**src/verilog/line_tracker_defines.svh**
```systemverilog
`ifndef LINE_TRACKER_DEFINES_SVH
`define LINE_TRACKER_DEFINES_SVH

// ------------------------------
// tracker geometry
// ------------------------------

// cache lines tracked per policy vector
`define LT_N_LINES 16

// sample buffer entries and the address width that covers them
`define LT_BUF_DEPTH 32
`define LT_ADDR_W 5

// request counter width and counted requests per stored sample
`define LT_TRACE_W 32
`define LT_SAMPLE_PERIOD 3

`endif

```
**src/verilog/line_tracker_pkg.sv**
```systemverilog
`default_nettype none

`include "line_tracker_defines.svh"

package line_tracker_pkg;

	// ------------------------------
	// plain vector widths
	// ------------------------------
	typedef logic [`LT_N_LINES-1:0] line_mask_t;
	typedef logic [`LT_ADDR_W-1:0] buf_addr_t;
	// one extra bit so a full buffer can be counted
	typedef logic [`LT_ADDR_W:0] buf_count_t;
	typedef logic [`LT_TRACE_W-1:0] trace_t;

	// ------------------------------
	// grouped signals
	// ------------------------------

	// expiry vectors of one access, one per replacement policy
	typedef struct packed {
		line_mask_t policy0;
		line_mask_t policy1;
		line_mask_t policy2;
	} expiry_set_t;

	// host control word
	typedef struct packed {
		logic track_en;
		logic clear;
		buf_addr_t rd_addr;
	} tracker_ctrl_t;

	// one access to the buffer port
	typedef struct packed {
		logic wr_en;
		buf_addr_t addr;
	} buf_port_t;

	// who owns the buffer port
	typedef enum logic [1:0] {
		SAMPLER,
		HANDOVER,
		HOST
	} access_state_t;

endpackage

`default_nettype wire

```
**src/verilog/buffer_port_arbiter.sv**
```systemverilog
`timescale 1ns/1ps
`default_nettype none

// picks sampler or host access to the shared buffer port
// the sampler keeps the port one extra cycle after stall so its last write lands
module buffer_port_arbiter (
	input  logic clock_i,
	input  logic resetn_i,
	input  line_tracker_pkg::tracker_ctrl_t ctrl_i,
	input  logic stall_i,
	input  line_tracker_pkg::buf_port_t sampler_port_i,
	output line_tracker_pkg::buf_port_t ram_port_o
);

	line_tracker_pkg::access_state_t state_q;
	line_tracker_pkg::access_state_t state_next;
	line_tracker_pkg::buf_port_t port_next;

	// ------------------------------
	// next owner
	// ------------------------------
	always_comb begin
		state_next = state_q;
		if (!ctrl_i.track_en) begin
			// host may read whenever tracking is off
			state_next = line_tracker_pkg::HOST;
		end else begin
			case (state_q)
				line_tracker_pkg::SAMPLER: begin
					// stall just rose, hold the sampler for one more cycle
					if (stall_i) begin
						state_next = line_tracker_pkg::HANDOVER;
					end
				end
				line_tracker_pkg::HANDOVER: begin
					state_next = stall_i ? line_tracker_pkg::HOST : line_tracker_pkg::SAMPLER;
				end
				default: begin
					// clear drops stall and gives the port back
					state_next = stall_i ? line_tracker_pkg::HOST : line_tracker_pkg::SAMPLER;
				end
			endcase
		end

		// host reads only, never writes
		if (state_next == line_tracker_pkg::HOST) begin
			port_next = '{wr_en: 1'b0, addr: ctrl_i.rd_addr};
		end else begin
			port_next = sampler_port_i;
		end
	end

	// ------------------------------
	// registered port
	// ------------------------------
	always_ff @(posedge clock_i) begin
		if (!resetn_i) begin
			state_q <= line_tracker_pkg::SAMPLER;
			ram_port_o <= '0;
		end else begin
			state_q <= state_next;
			ram_port_o <= port_next;
		end
	end

endmodule

`default_nettype wire

```
**src/verilog/line_tracker_top.sv**
```systemverilog
`timescale 1ns/1ps
`default_nettype none

`include "line_tracker_defines.svh"

// cache line expiry tracker
// samples expiry vectors into a buffer for host readout
module line_tracker_top (
	input  logic clock_i,
	input  logic resetn_i,
	input  line_tracker_pkg::tracker_ctrl_t ctrl_i,
	input  logic request_i,
	input  logic en_i,
	input  line_tracker_pkg::expiry_set_t expiry_i,
	output logic stall_o,
	output line_tracker_pkg::buf_count_t count_o,
	output line_tracker_pkg::expiry_set_t expiry_o,
	output line_tracker_pkg::trace_t trace_o
);

	// ------------------------------
	// internal nets
	// ------------------------------

	// sampler side of the buffer
	line_tracker_pkg::buf_port_t sampler_port;
	line_tracker_pkg::expiry_set_t wr_expiry;
	line_tracker_pkg::trace_t wr_trace;
	logic stall;

	// arbitrated port shared by both RAMs
	line_tracker_pkg::buf_port_t ram_port;

	// sampling and stall control
	sample_controller u_controller (
		.clock_i        (clock_i),
		.resetn_i       (resetn_i),
		.ctrl_i         (ctrl_i),
		.request_i      (request_i),
		.en_i           (en_i),
		.expiry_i       (expiry_i),
		.stall_o        (stall),
		.count_o        (count_o),
		.sampler_port_o (sampler_port),
		.wr_expiry_o    (wr_expiry),
		.wr_trace_o     (wr_trace)
	);

	// buffer port ownership
	buffer_port_arbiter u_arbiter (
		.clock_i        (clock_i),
		.resetn_i       (resetn_i),
		.ctrl_i         (ctrl_i),
		.stall_i        (stall),
		.sampler_port_i (sampler_port),
		.ram_port_o     (ram_port)
	);

	// ------------------------------
	// buffer halves
	// ------------------------------

	// three expiry vectors per record
	sample_buffer_ram #(
		.WIDTH ($bits(line_tracker_pkg::expiry_set_t)),
		.DEPTH (`LT_BUF_DEPTH)
	) u_expiry_ram (
		.clock_i (clock_i),
		.wr_en_i (ram_port.wr_en),
		.addr_i  (ram_port.addr),
		.data_i  (wr_expiry),
		.data_o  (expiry_o)
	);

	// request count per record
	sample_buffer_ram #(
		.WIDTH ($bits(line_tracker_pkg::trace_t)),
		.DEPTH (`LT_BUF_DEPTH)
	) u_trace_ram (
		.clock_i (clock_i),
		.wr_en_i (ram_port.wr_en),
		.addr_i  (ram_port.addr),
		.data_i  (wr_trace),
		.data_o  (trace_o)
	);

	assign stall_o = stall;

endmodule

`default_nettype wire

```
**src/verilog/sample_buffer_ram.sv**
```systemverilog
`timescale 1ns/1ps
`default_nettype none

// single port buffer RAM
// one port serves both the sampler writes and the host reads
module sample_buffer_ram #(
	parameter int WIDTH = 32,
	parameter int DEPTH = 32
) (
	input  logic clock_i,
	input  logic wr_en_i,
	input  line_tracker_pkg::buf_addr_t addr_i,
	input  logic [WIDTH-1:0] data_i,
	output logic [WIDTH-1:0] data_o
);

	// storage array
	logic [WIDTH-1:0] mem_q [DEPTH];

	// ------------------------------
	// write port
	// ------------------------------
	always_ff @(posedge clock_i) begin
		if (wr_en_i) begin
			mem_q[addr_i] <= data_i;
		end
	end

	// ------------------------------
	// read port
	// ------------------------------

	// addressed entry registered every cycle
	// a write in the same cycle returns the old contents
	always_ff @(posedge clock_i) begin
		data_o <= mem_q[addr_i];
	end

endmodule

`default_nettype wire

```
**src/verilog/sample_controller.sv**
```systemverilog
`timescale 1ns/1ps
`default_nettype none

`include "line_tracker_defines.svh"

// request counting and sample generation
// stalls the cache controller once the buffer is full
module sample_controller (
	input  logic clock_i,
	input  logic resetn_i,
	input  line_tracker_pkg::tracker_ctrl_t ctrl_i,
	input  logic request_i,
	input  logic en_i,
	input  line_tracker_pkg::expiry_set_t expiry_i,
	output logic stall_o,
	output line_tracker_pkg::buf_count_t count_o,
	output line_tracker_pkg::buf_port_t sampler_port_o,
	output line_tracker_pkg::expiry_set_t wr_expiry_o,
	output line_tracker_pkg::trace_t wr_trace_o
);

	// period counter must hold the reload value
	localparam int PERIOD_W = $clog2(`LT_SAMPLE_PERIOD + 1);

	// ------------------------------
	// state
	// ------------------------------

	// counted requests left until the next sample
	logic [PERIOD_W-1:0] period_q;
	// running count of counted requests
	line_tracker_pkg::trace_t trace_q;
	// records stored so far, also the next write address
	line_tracker_pkg::buf_count_t count_q;
	logic stall_q;

	// write pulse and the record it carries
	logic wr_en_q;
	line_tracker_pkg::buf_addr_t wr_addr_q;
	line_tracker_pkg::expiry_set_t wr_expiry_q;
	line_tracker_pkg::trace_t wr_trace_q;

	// ------------------------------
	// sampling decision
	// ------------------------------
	logic counted;
	logic sample;
	line_tracker_pkg::buf_count_t count_base;
	line_tracker_pkg::buf_count_t count_inc;

	always_comb begin
		// requests only count while tracking, enabled and not stalled
		counted = ctrl_i.track_en & ~stall_q & en_i & request_i;
		// this request brings the period counter to zero
		sample = counted && (period_q == PERIOD_W'(1));
		// clear restarts the buffer at address 0
		count_base = ctrl_i.clear ? '0 : count_q;
		count_inc = count_base + 1'b1;
	end

	// ------------------------------
	// control registers
	// ------------------------------
	always_ff @(posedge clock_i) begin
		if (!resetn_i) begin
			period_q <= PERIOD_W'(`LT_SAMPLE_PERIOD);
			trace_q <= '0;
			count_q <= '0;
			stall_q <= 1'b0;
			wr_en_q <= 1'b0;
		end else begin
			// write pulse lasts exactly one cycle
			wr_en_q <= sample;

			// trace and period counters survive a clear
			if (counted) begin
				trace_q <= trace_q + 1'b1;
				if (sample) begin
					period_q <= PERIOD_W'(`LT_SAMPLE_PERIOD);
				end else begin
					period_q <= period_q - 1'b1;
				end
			end

			// new record bumps the count
			// stall rises on the edge the last entry is taken
			if (sample) begin
				count_q <= count_inc;
				stall_q <= (count_inc == line_tracker_pkg::buf_count_t'(`LT_BUF_DEPTH));
			end else if (ctrl_i.clear) begin
				count_q <= '0;
				stall_q <= 1'b0;
			end
		end
	end

	// ------------------------------
	// record latch
	// ------------------------------

	// trace holds the requests counted before the sampled one
	always_ff @(posedge clock_i) begin
		if (sample) begin
			wr_addr_q <= line_tracker_pkg::buf_addr_t'(count_base);
			wr_expiry_q <= expiry_i;
			wr_trace_q <= trace_q;
		end
	end

	// outputs
	assign stall_o = stall_q;
	assign count_o = count_q;
	assign sampler_port_o = '{wr_en: wr_en_q, addr: wr_addr_q};
	assign wr_expiry_o = wr_expiry_q;
	assign wr_trace_o = wr_trace_q;

endmodule

`default_nettype wire
```
**config.mk**
```make
export PLATFORM = sky130hd
export DESIGN_NAME = line_tracker_top
export DESIGN_NICKNAME = d
export VERILOG_FILES = /design/src/verilog/line_tracker_pkg.sv /design/src/verilog/buffer_port_arbiter.sv /design/src/verilog/line_tracker_top.sv /design/src/verilog/sample_buffer_ram.sv /design/src/verilog/sample_controller.sv
export VERILOG_INCLUDE_DIRS = /design/src /design/src/verilog
export SDC_FILE = /design/constraint.sdc
export NUM_CORES = 2
export LEC_CHECK = 0
export BUFFER_PORTS_ARGS = -buffer_cell sky130_fd_sc_hd__buf_4
export CAP_MARGIN = 0
export CELL_PAD_IN_SITES_DETAIL_PLACEMENT = 0
export CELL_PAD_IN_SITES_GLOBAL_PLACEMENT = 2
export CORE_ASPECT_RATIO = 2
export CORE_MARGIN = 5
export CORE_UTILIZATION = 30
export CTS_CLUSTER_DIAMETER = 150
export DETAILED_ROUTE_END_ITERATION = 16
export GPL_TIMING_DRIVEN = 0
export PLACE_DENSITY = 0.54
export SKIP_CTS_REPAIR_TIMING = 1
export SLEW_MARGIN = 20
export SYNTH_ARGS = -nofsm -noshare
export SYNTH_HDL_FRONTEND = slang
export SYNTH_SLANG_ARGS = --single-unit
```
**constraint.sdc**
```tcl
create_clock -name clock_i -period 5.4 [get_ports clock_i]
set_input_delay 0.81 -clock clock_i [delete_from_list [all_inputs] [get_ports clock_i]]
set_output_delay 0.81 -clock clock_i [all_outputs]
set_load 0.02 [all_outputs]
```
Word-level counts from Yosys, hierarchy flattened
Memories as Yosys holds them, arrays and structs flattened. A register that Yosys moved wholly into a read port is not among the register bits.
Cells that the tools add are included.
{"block": "word_totals", "ram_bits": 2560, "latch_bits": 0, "ff_bits": 135, "in_bits": 59, "rom_bits": 0, "mem_count": 2}
{"memory": "u_expiry_ram.mem_q", "words": 32, "width": 48, "rd": 1, "rd_clocked_by_memory_dff": 1, "write_ports": 1, "line": "sample_buffer_ram.sv:18", "source": "logic [WIDTH-1:0] mem_q [DEPTH];"}
{"memory": "u_trace_ram.mem_q", "words": 32, "width": 32, "rd": 1, "rd_clocked_by_memory_dff": 1, "write_ports": 1, "line": "sample_buffer_ram.sv:18"}
{"block": "op_classes", "n_addsub": 3, "shifts": 0, "bitwise_logic": 5, "n_mul": 0, "reduce_logical": 4, "muxes": 12, "div_mod_pow": 0, "order_cmp": 0, "eq_ne": 3}
{"op": "32-bit by 1-bit adder with 32-bit output, second input constant", "n": 1}
{"op": "6-bit two-way mux", "n": 2}
{"op": "2-bit two-way mux", "n": 5}
{"op": "6-bit by 1-bit adder with 6-bit output, second input constant", "n": 1}
{"op": "6-bit == test, second input constant", "n": 1}
{"op": "5-bit two-way mux", "n": 1}
{"op": "1-bit two-way mux", "n": 4}
{"op": "1-bit AND", "n": 3}
{"op": "2-bit by 1-bit == test with 1-bit output, second input constant", "n": 1}
{"op": "2-bit == test, second input constant", "n": 1}
{"op": "2-bit logical NOT", "n": 1}
{"op": "1-bit NOT", "n": 2}
{"op": "2-bit nonzero test", "n": 1}
{"op": "2-bit OR reduction", "n": 1}
{"op": "2-bit by 1-bit subtractor with 2-bit output, second input constant", "n": 1}
{"op": "1-bit logical AND", "n": 1}

Logic depth before layout (Yosys ltp)
{"block": "depth", "word_depth": 6, "mapped_depth": 7, "depth_no_buf": 5}

By module
From an unflattened synthesis, not the netlist that was laid out.
{"block": "hier_totals", "hier_cells": 5575, "area_unflattened_um2": 103764.5}
{"mod": "sample_buffer_ram at u_expiry_ram", "n_inst": 1, "seq_area_each_um2": 47085.2, "cells_each": 3116, "area_each_um2": 59117.9}
{"mod": "sample_buffer_ram at u_trace_ram", "n_inst": 1, "seq_area_each_um2": 31390.1, "cells_each": 2107, "area_each_um2": 39741.9}
{"mod": "sample_controller", "n_inst": 1, "seq_area_each_um2": 3393.3, "cells_each": 332, "area_each_um2": 4639.4}
{"mod": "buffer_port_arbiter", "n_inst": 1, "seq_area_each_um2": 160.2, "cells_each": 20, "area_each_um2": 265.3}

Worst setup path after synthesis
Ideal clock, no wire load.
{"block": "synth_path", "path_kind": "flip-flop to flip-flop", "start": "register u_arbiter.ram_port_o[0] (netlist name)", "end": "memory u_expiry_ram.mem_q[0][0] (netlist name), enable pin", "arrival_ns": 4.929, "required_time_ns": 4.881, "period_less_slack_ns": 5.448, "path_buffers": 5, "slack_ns": -0.048, "stages_incl_launch_ff": 8, "path_cell_list": "dfxtp_1 > clkbuf_1 > clkbuf_1 > buf_2 > buf_2 > or3b_2 > clkbuf_1 > nor2_1"}
{"item": "start, declared", "line": "buffer_port_arbiter.sv:12", "source": "output line_tracker_pkg::buf_port_t ram_port_o"}
{"item": "start signal, assigned", "line": "buffer_port_arbiter.sv:62", "source": "ram_port_o <= port_next;"}
{"item": "end, declared", "line": "sample_buffer_ram.sv:18"}
No word-level cell before the write port.

Worst setup path after layout
{"block": "layout_path", "start": "register u_arbiter.ram_port_o[1] (netlist name)", "end": "memory u_trace_ram.mem_q[30][6], in the netlist u_trace_ram.mem_q[15][6], enable pin"}
{"item": "end, declared", "line": "sample_buffer_ram.sv:18"}
No word-level cell before the write port.

==> impl_metrics.py <==
metrics = {
    "outcome": {
        "outcome": "finished clean",
    },
    "synthesis": {
        "yosys_most_used_dff": "sky130_fd_sc_hd__edfxtp_1",
        "ys_top_cells_by_area": "sky130_fd_sc_hd__edfxtp_1 (78%), sky130_fd_sc_hd__mux4_2 (14%), sky130_fd_sc_hd__dfxtp_1 (2.6%)",
        "syn-num-nets": 4371,
        "synth_area_sq_mm": 0.1018,
        "synth_area_per_cell_sq_um": 23.64,
        "edff_count_synth": 2645,
        "synth.top_cell.area_share_pct": 77.99,
        "synth.largest_area_cell": "sky130_fd_sc_hd__edfxtp_1",
        "synth_cells": 4308,
        "synth-async-reset-ratio_pct": 0,
        "ys_ff_latch": 2775,
        "ys_warnings": 0,
        "synth_sequential_area_ratio_pct": 80.55,
        "distinct_cell_type_count_after_synthesis": 43,
    },
    "layout": {
        "final_net_count": 5083,
        "seq_area_sq_mm": 0.08203,
        "layout.core_utilization_pct": 36.81,
        "final_common_cell": "sky130_fd_sc_hd__edfxtp_1",
        "syn2layout_area_growth_pct": 22.24,
        "most_frequent_cells_in_the_layout": "sky130_fd_sc_hd__edfxtp_1 (2,645), sky130_fd_sc_hd__mux4_2 (640), sky130_fd_sc_hd__a22oi_1 (320)",
        "post_route_cells_drive_above_1_share_pct": 32.11,
        "multiInputGateArea_sq_mm": 0.01907,
        "filler_cell_count": 30530,
    },
    "grt": {
        "first_pass_grt_wire_length_mm": 494.8,
        "largest_net_degree_at_the_start_of_global_routing": 33,
        "antenna_found_initial": 20,
        "grt_remaining_overflow": 0,
        "grt_pass1_vias": 53320,
        "grt_usage_pct": 20.84,
    },
    "route": {
        "drt_pass1_iterations": 5,
        "drt_iter0_markers": 6107,
        "ant_nets": 0,
        "vias": 51190,
        "average_vias_per_placed_instance": 5.307,
        "routed_wire_length_per_instance_um": 38.73,
        "route.final.wire_length_mm": 373.6,
        "drc_errors": 0,
    },
    "power": {
        "power-per-cell-area_mw_per_mm2": 359.9,
        "power.leakage_nw": 38.69,
        "power.ir.vdd_worst_mv": 0.2631,
    },
    "timing": {
        "finalCritPeriodShare_pct": 96.58,
        "finalWorstPathRequiredPeriod_ps": 5216,
        "maxSlewHeadroom_pct": 17.08,
        "worst_clock_skew_ps": 55.98,
        "fmax_mhz": 191.7,
        "finalWorstSetupSlack_ps": 184.4,
        "timing_hold_violations_final": 0,
        "timing_worst_slew_pin_value_ps": 1244,
        "rsz0062_at_grt": "no",
        "timing.final.setup_violations": 0,
        "report.final.slew_viol_count": 0,
    },
    "job": {
        "maxCapViolCount": 0,
    },
    "floorplanning": {
        "core_footprint_sq_mm": 0.3382,
        "floorplan.die_area_sq_mm": 0.3519,
        "top_level_ports": 146,
        "die_y_um": 834.0,
        "die_w_um": 422.0,
        "rows": 302,
        "floorplan.initialDensity_pct": 30.11,
    },
    "place": {
        "place_hpwl_mm": 255.4,
        "place_congestion": 0.7204,
        "pre_cts_ws_ps": -180.8,
        "port_buffers": 144,
    },
    "critical_path": {
        "cp_data_arrival_time_ps": 5760,
        "critical_path_startpoint_category": "register",
        "crit_path_max_fanout": 10,
        "worstPathRequired_ps": 5950,
        "end_kind": "register",
        "crit_type": "reg -> reg",
    },
    "clock_network": {
        "ctsLongestPathBuffers": 4,
        "clock_latency_ps": 890,
        "clk_transition_reported_paths_ps": 60,
        "ctsHtreeMaxLevel": 5,
        "cts_root_buffer": "sky130_fd_sc_hd__clkbuf_16",
        "cts_made_buffers": 272,
        "cts_sinks": 2775,
        "cts_tree": "done",
    },
    "hold_path": {
        "worst_hold_path_type": "in -> reg",
    },
}
## power breakdown
| group | switching [mW] | internal, mW |
|---|---|---|
| Clock | 8.50 | 10.9 |
| Sequential | 0.0429 | 23.3 |
| Combinational | 1.30 | 0.744 |
| Total | 9.84 | 35.0 |
## cells by family after synthesis
group / Yosys count / synth area share, %
mux: 641 / 14.16
fa+ha+maj: 4 / 0.04915
xor+xnor: 16 / 0.1376
buf+inv: 236 / 0.9682
simple gates: 258 / 1.436
flops: 2775 / 80.55
compound gates: 378 / 2.697
## per-stage QoR
step	power (mW)	cells	instance area (sq um)	hold WS, ps	TNS [ps]
after floorplan	24.73	4308	101800	398.2	-30760
after global placement	25.79	8860	108400	409.5	-
after detailed placement	25.90	9150	115700	413.0	-17860
after CTS	45.27	9629	124400	22.13	-20420
after global routing	46.05	9636	124500	55.12	0
final	44.80	9646	124500	100.9	0
## worst max-delay path, cell delays in order, from the launching register on
cell	delay [ps]
sky130_fd_sc_hd__dfxtp_1	440
sky130_fd_sc_hd__clkbuf_1	210
sky130_fd_sc_hd__buf_2	630
sky130_fd_sc_hd__clkbuf_2	650
sky130_fd_sc_hd__clkbuf_1	840
sky130_fd_sc_hd__nand3_2	620
sky130_fd_sc_hd__nor2_4	670
sky130_fd_sc_hd__buf_16	230
sky130_fd_sc_hd__buf_16	170
sky130_fd_sc_hd__buf_16	170
sky130_fd_sc_hd__buf_16	170
## sequential cells by signal (all words and copies together) (netlist names)
register / flops
u_controller.wr_addr_q: 5
u_arbiter.state_q: 2
u_controller.wr_en_q: 1
u_controller.trace_q: 32
u_arbiter.ram_port_o: 6
u_expiry_ram.mem_q: 1536
u_controller.wr_trace_o: 32
u_controller.wr_expiry_o: 48
u_controller.stall_o: 1
u_controller.count_o: 6
u_trace_ram.data_o: 32
u_trace_ram.mem_q: 1024
u_controller.period_q: 2
u_expiry_ram.data_o: 48
## Yosys cell counts, types with 3 or more instances
master / instances
sky130_fd_sc_hd__o31ai_1: 13
sky130_fd_sc_hd__inv_1: 5
sky130_fd_sc_hd__a22oi_1: 320
sky130_fd_sc_hd__and4_1: 6
sky130_fd_sc_hd__mux4_2: 640
sky130_fd_sc_hd__nor2_1: 54
sky130_fd_sc_hd__ha_1: 4
sky130_fd_sc_hd__nor2b_1: 5
sky130_fd_sc_hd__nor3_1: 5
sky130_fd_sc_hd__buf_2: 68
sky130_fd_sc_hd__nor3b_1: 3
sky130_fd_sc_hd__or4_1: 12
sky130_fd_sc_hd__dfxtp_1: 130
sky130_fd_sc_hd__o21ai_0: 10
sky130_fd_sc_hd__nand3b_1: 3
sky130_fd_sc_hd__xnor2_1: 7
sky130_fd_sc_hd__buf_1: 10
sky130_fd_sc_hd__edfxtp_1: 2645
sky130_fd_sc_hd__and2_1: 6
sky130_fd_sc_hd__nand2_1: 23
sky130_fd_sc_hd__or3_1: 9
sky130_fd_sc_hd__a21oi_1: 27
sky130_fd_sc_hd__and3_1: 5
sky130_fd_sc_hd__clkbuf_1: 151
sky130_fd_sc_hd__nand4_1: 96
sky130_fd_sc_hd__xor2_1: 9
sky130_fd_sc_hd__nand3_1: 19
## metal layers
| metal | share of wire (%) | vias to the layer above | track usage [%] |
|---|---|---|---|
| li1 | - | 20090 | - |
| met1 | 35 | 28630 | 23.39 |
| met2 | 56 | 1932 | 40.00 |
| met3 | 5.1 | 539 | 2.652 |
| met4 | 4.2 | 4 | 7.938 |
| met5 | 0.0070 | - | 0 |
## worst paths after layout
path	slack [ps]	cells past startpoint	end	startpoint
max	180	10	u_trace_ram.mem_q[15][6]$_DFFE_PP_	u_arbiter.ram_port_o[1]$_SDFF_PN0_
min	100	1	u_controller.wr_expiry_o[40]$_DFFE_PP_	expiry_i[40]
max reg2reg	180	10	u_trace_ram.mem_q[15][6]$_DFFE_PP_	u_arbiter.ram_port_o[1]$_SDFF_PN0_
min reg2reg	420	1	u_arbiter.state_q[0]$_SDFF_PN0_	u_arbiter.state_q[1]$_SDFF_PN0_
## area by class of cell
class / instances / share of cell area (%)
plain buffers: 231 / 0.9006
flip-flops and latches: 2775 / 65.90
multi-input cells: 1297 / 15.32
repair buffers: 438 / 6.378
diodes: 13 / 0.02613
clock buffers: 350 / 5.989
inverters: 5 / 0.01508
well taps: 4408 / 4.431
clock inverters: 129 / 1.046
No activity file was read; power rests on OpenSTA's default activity.
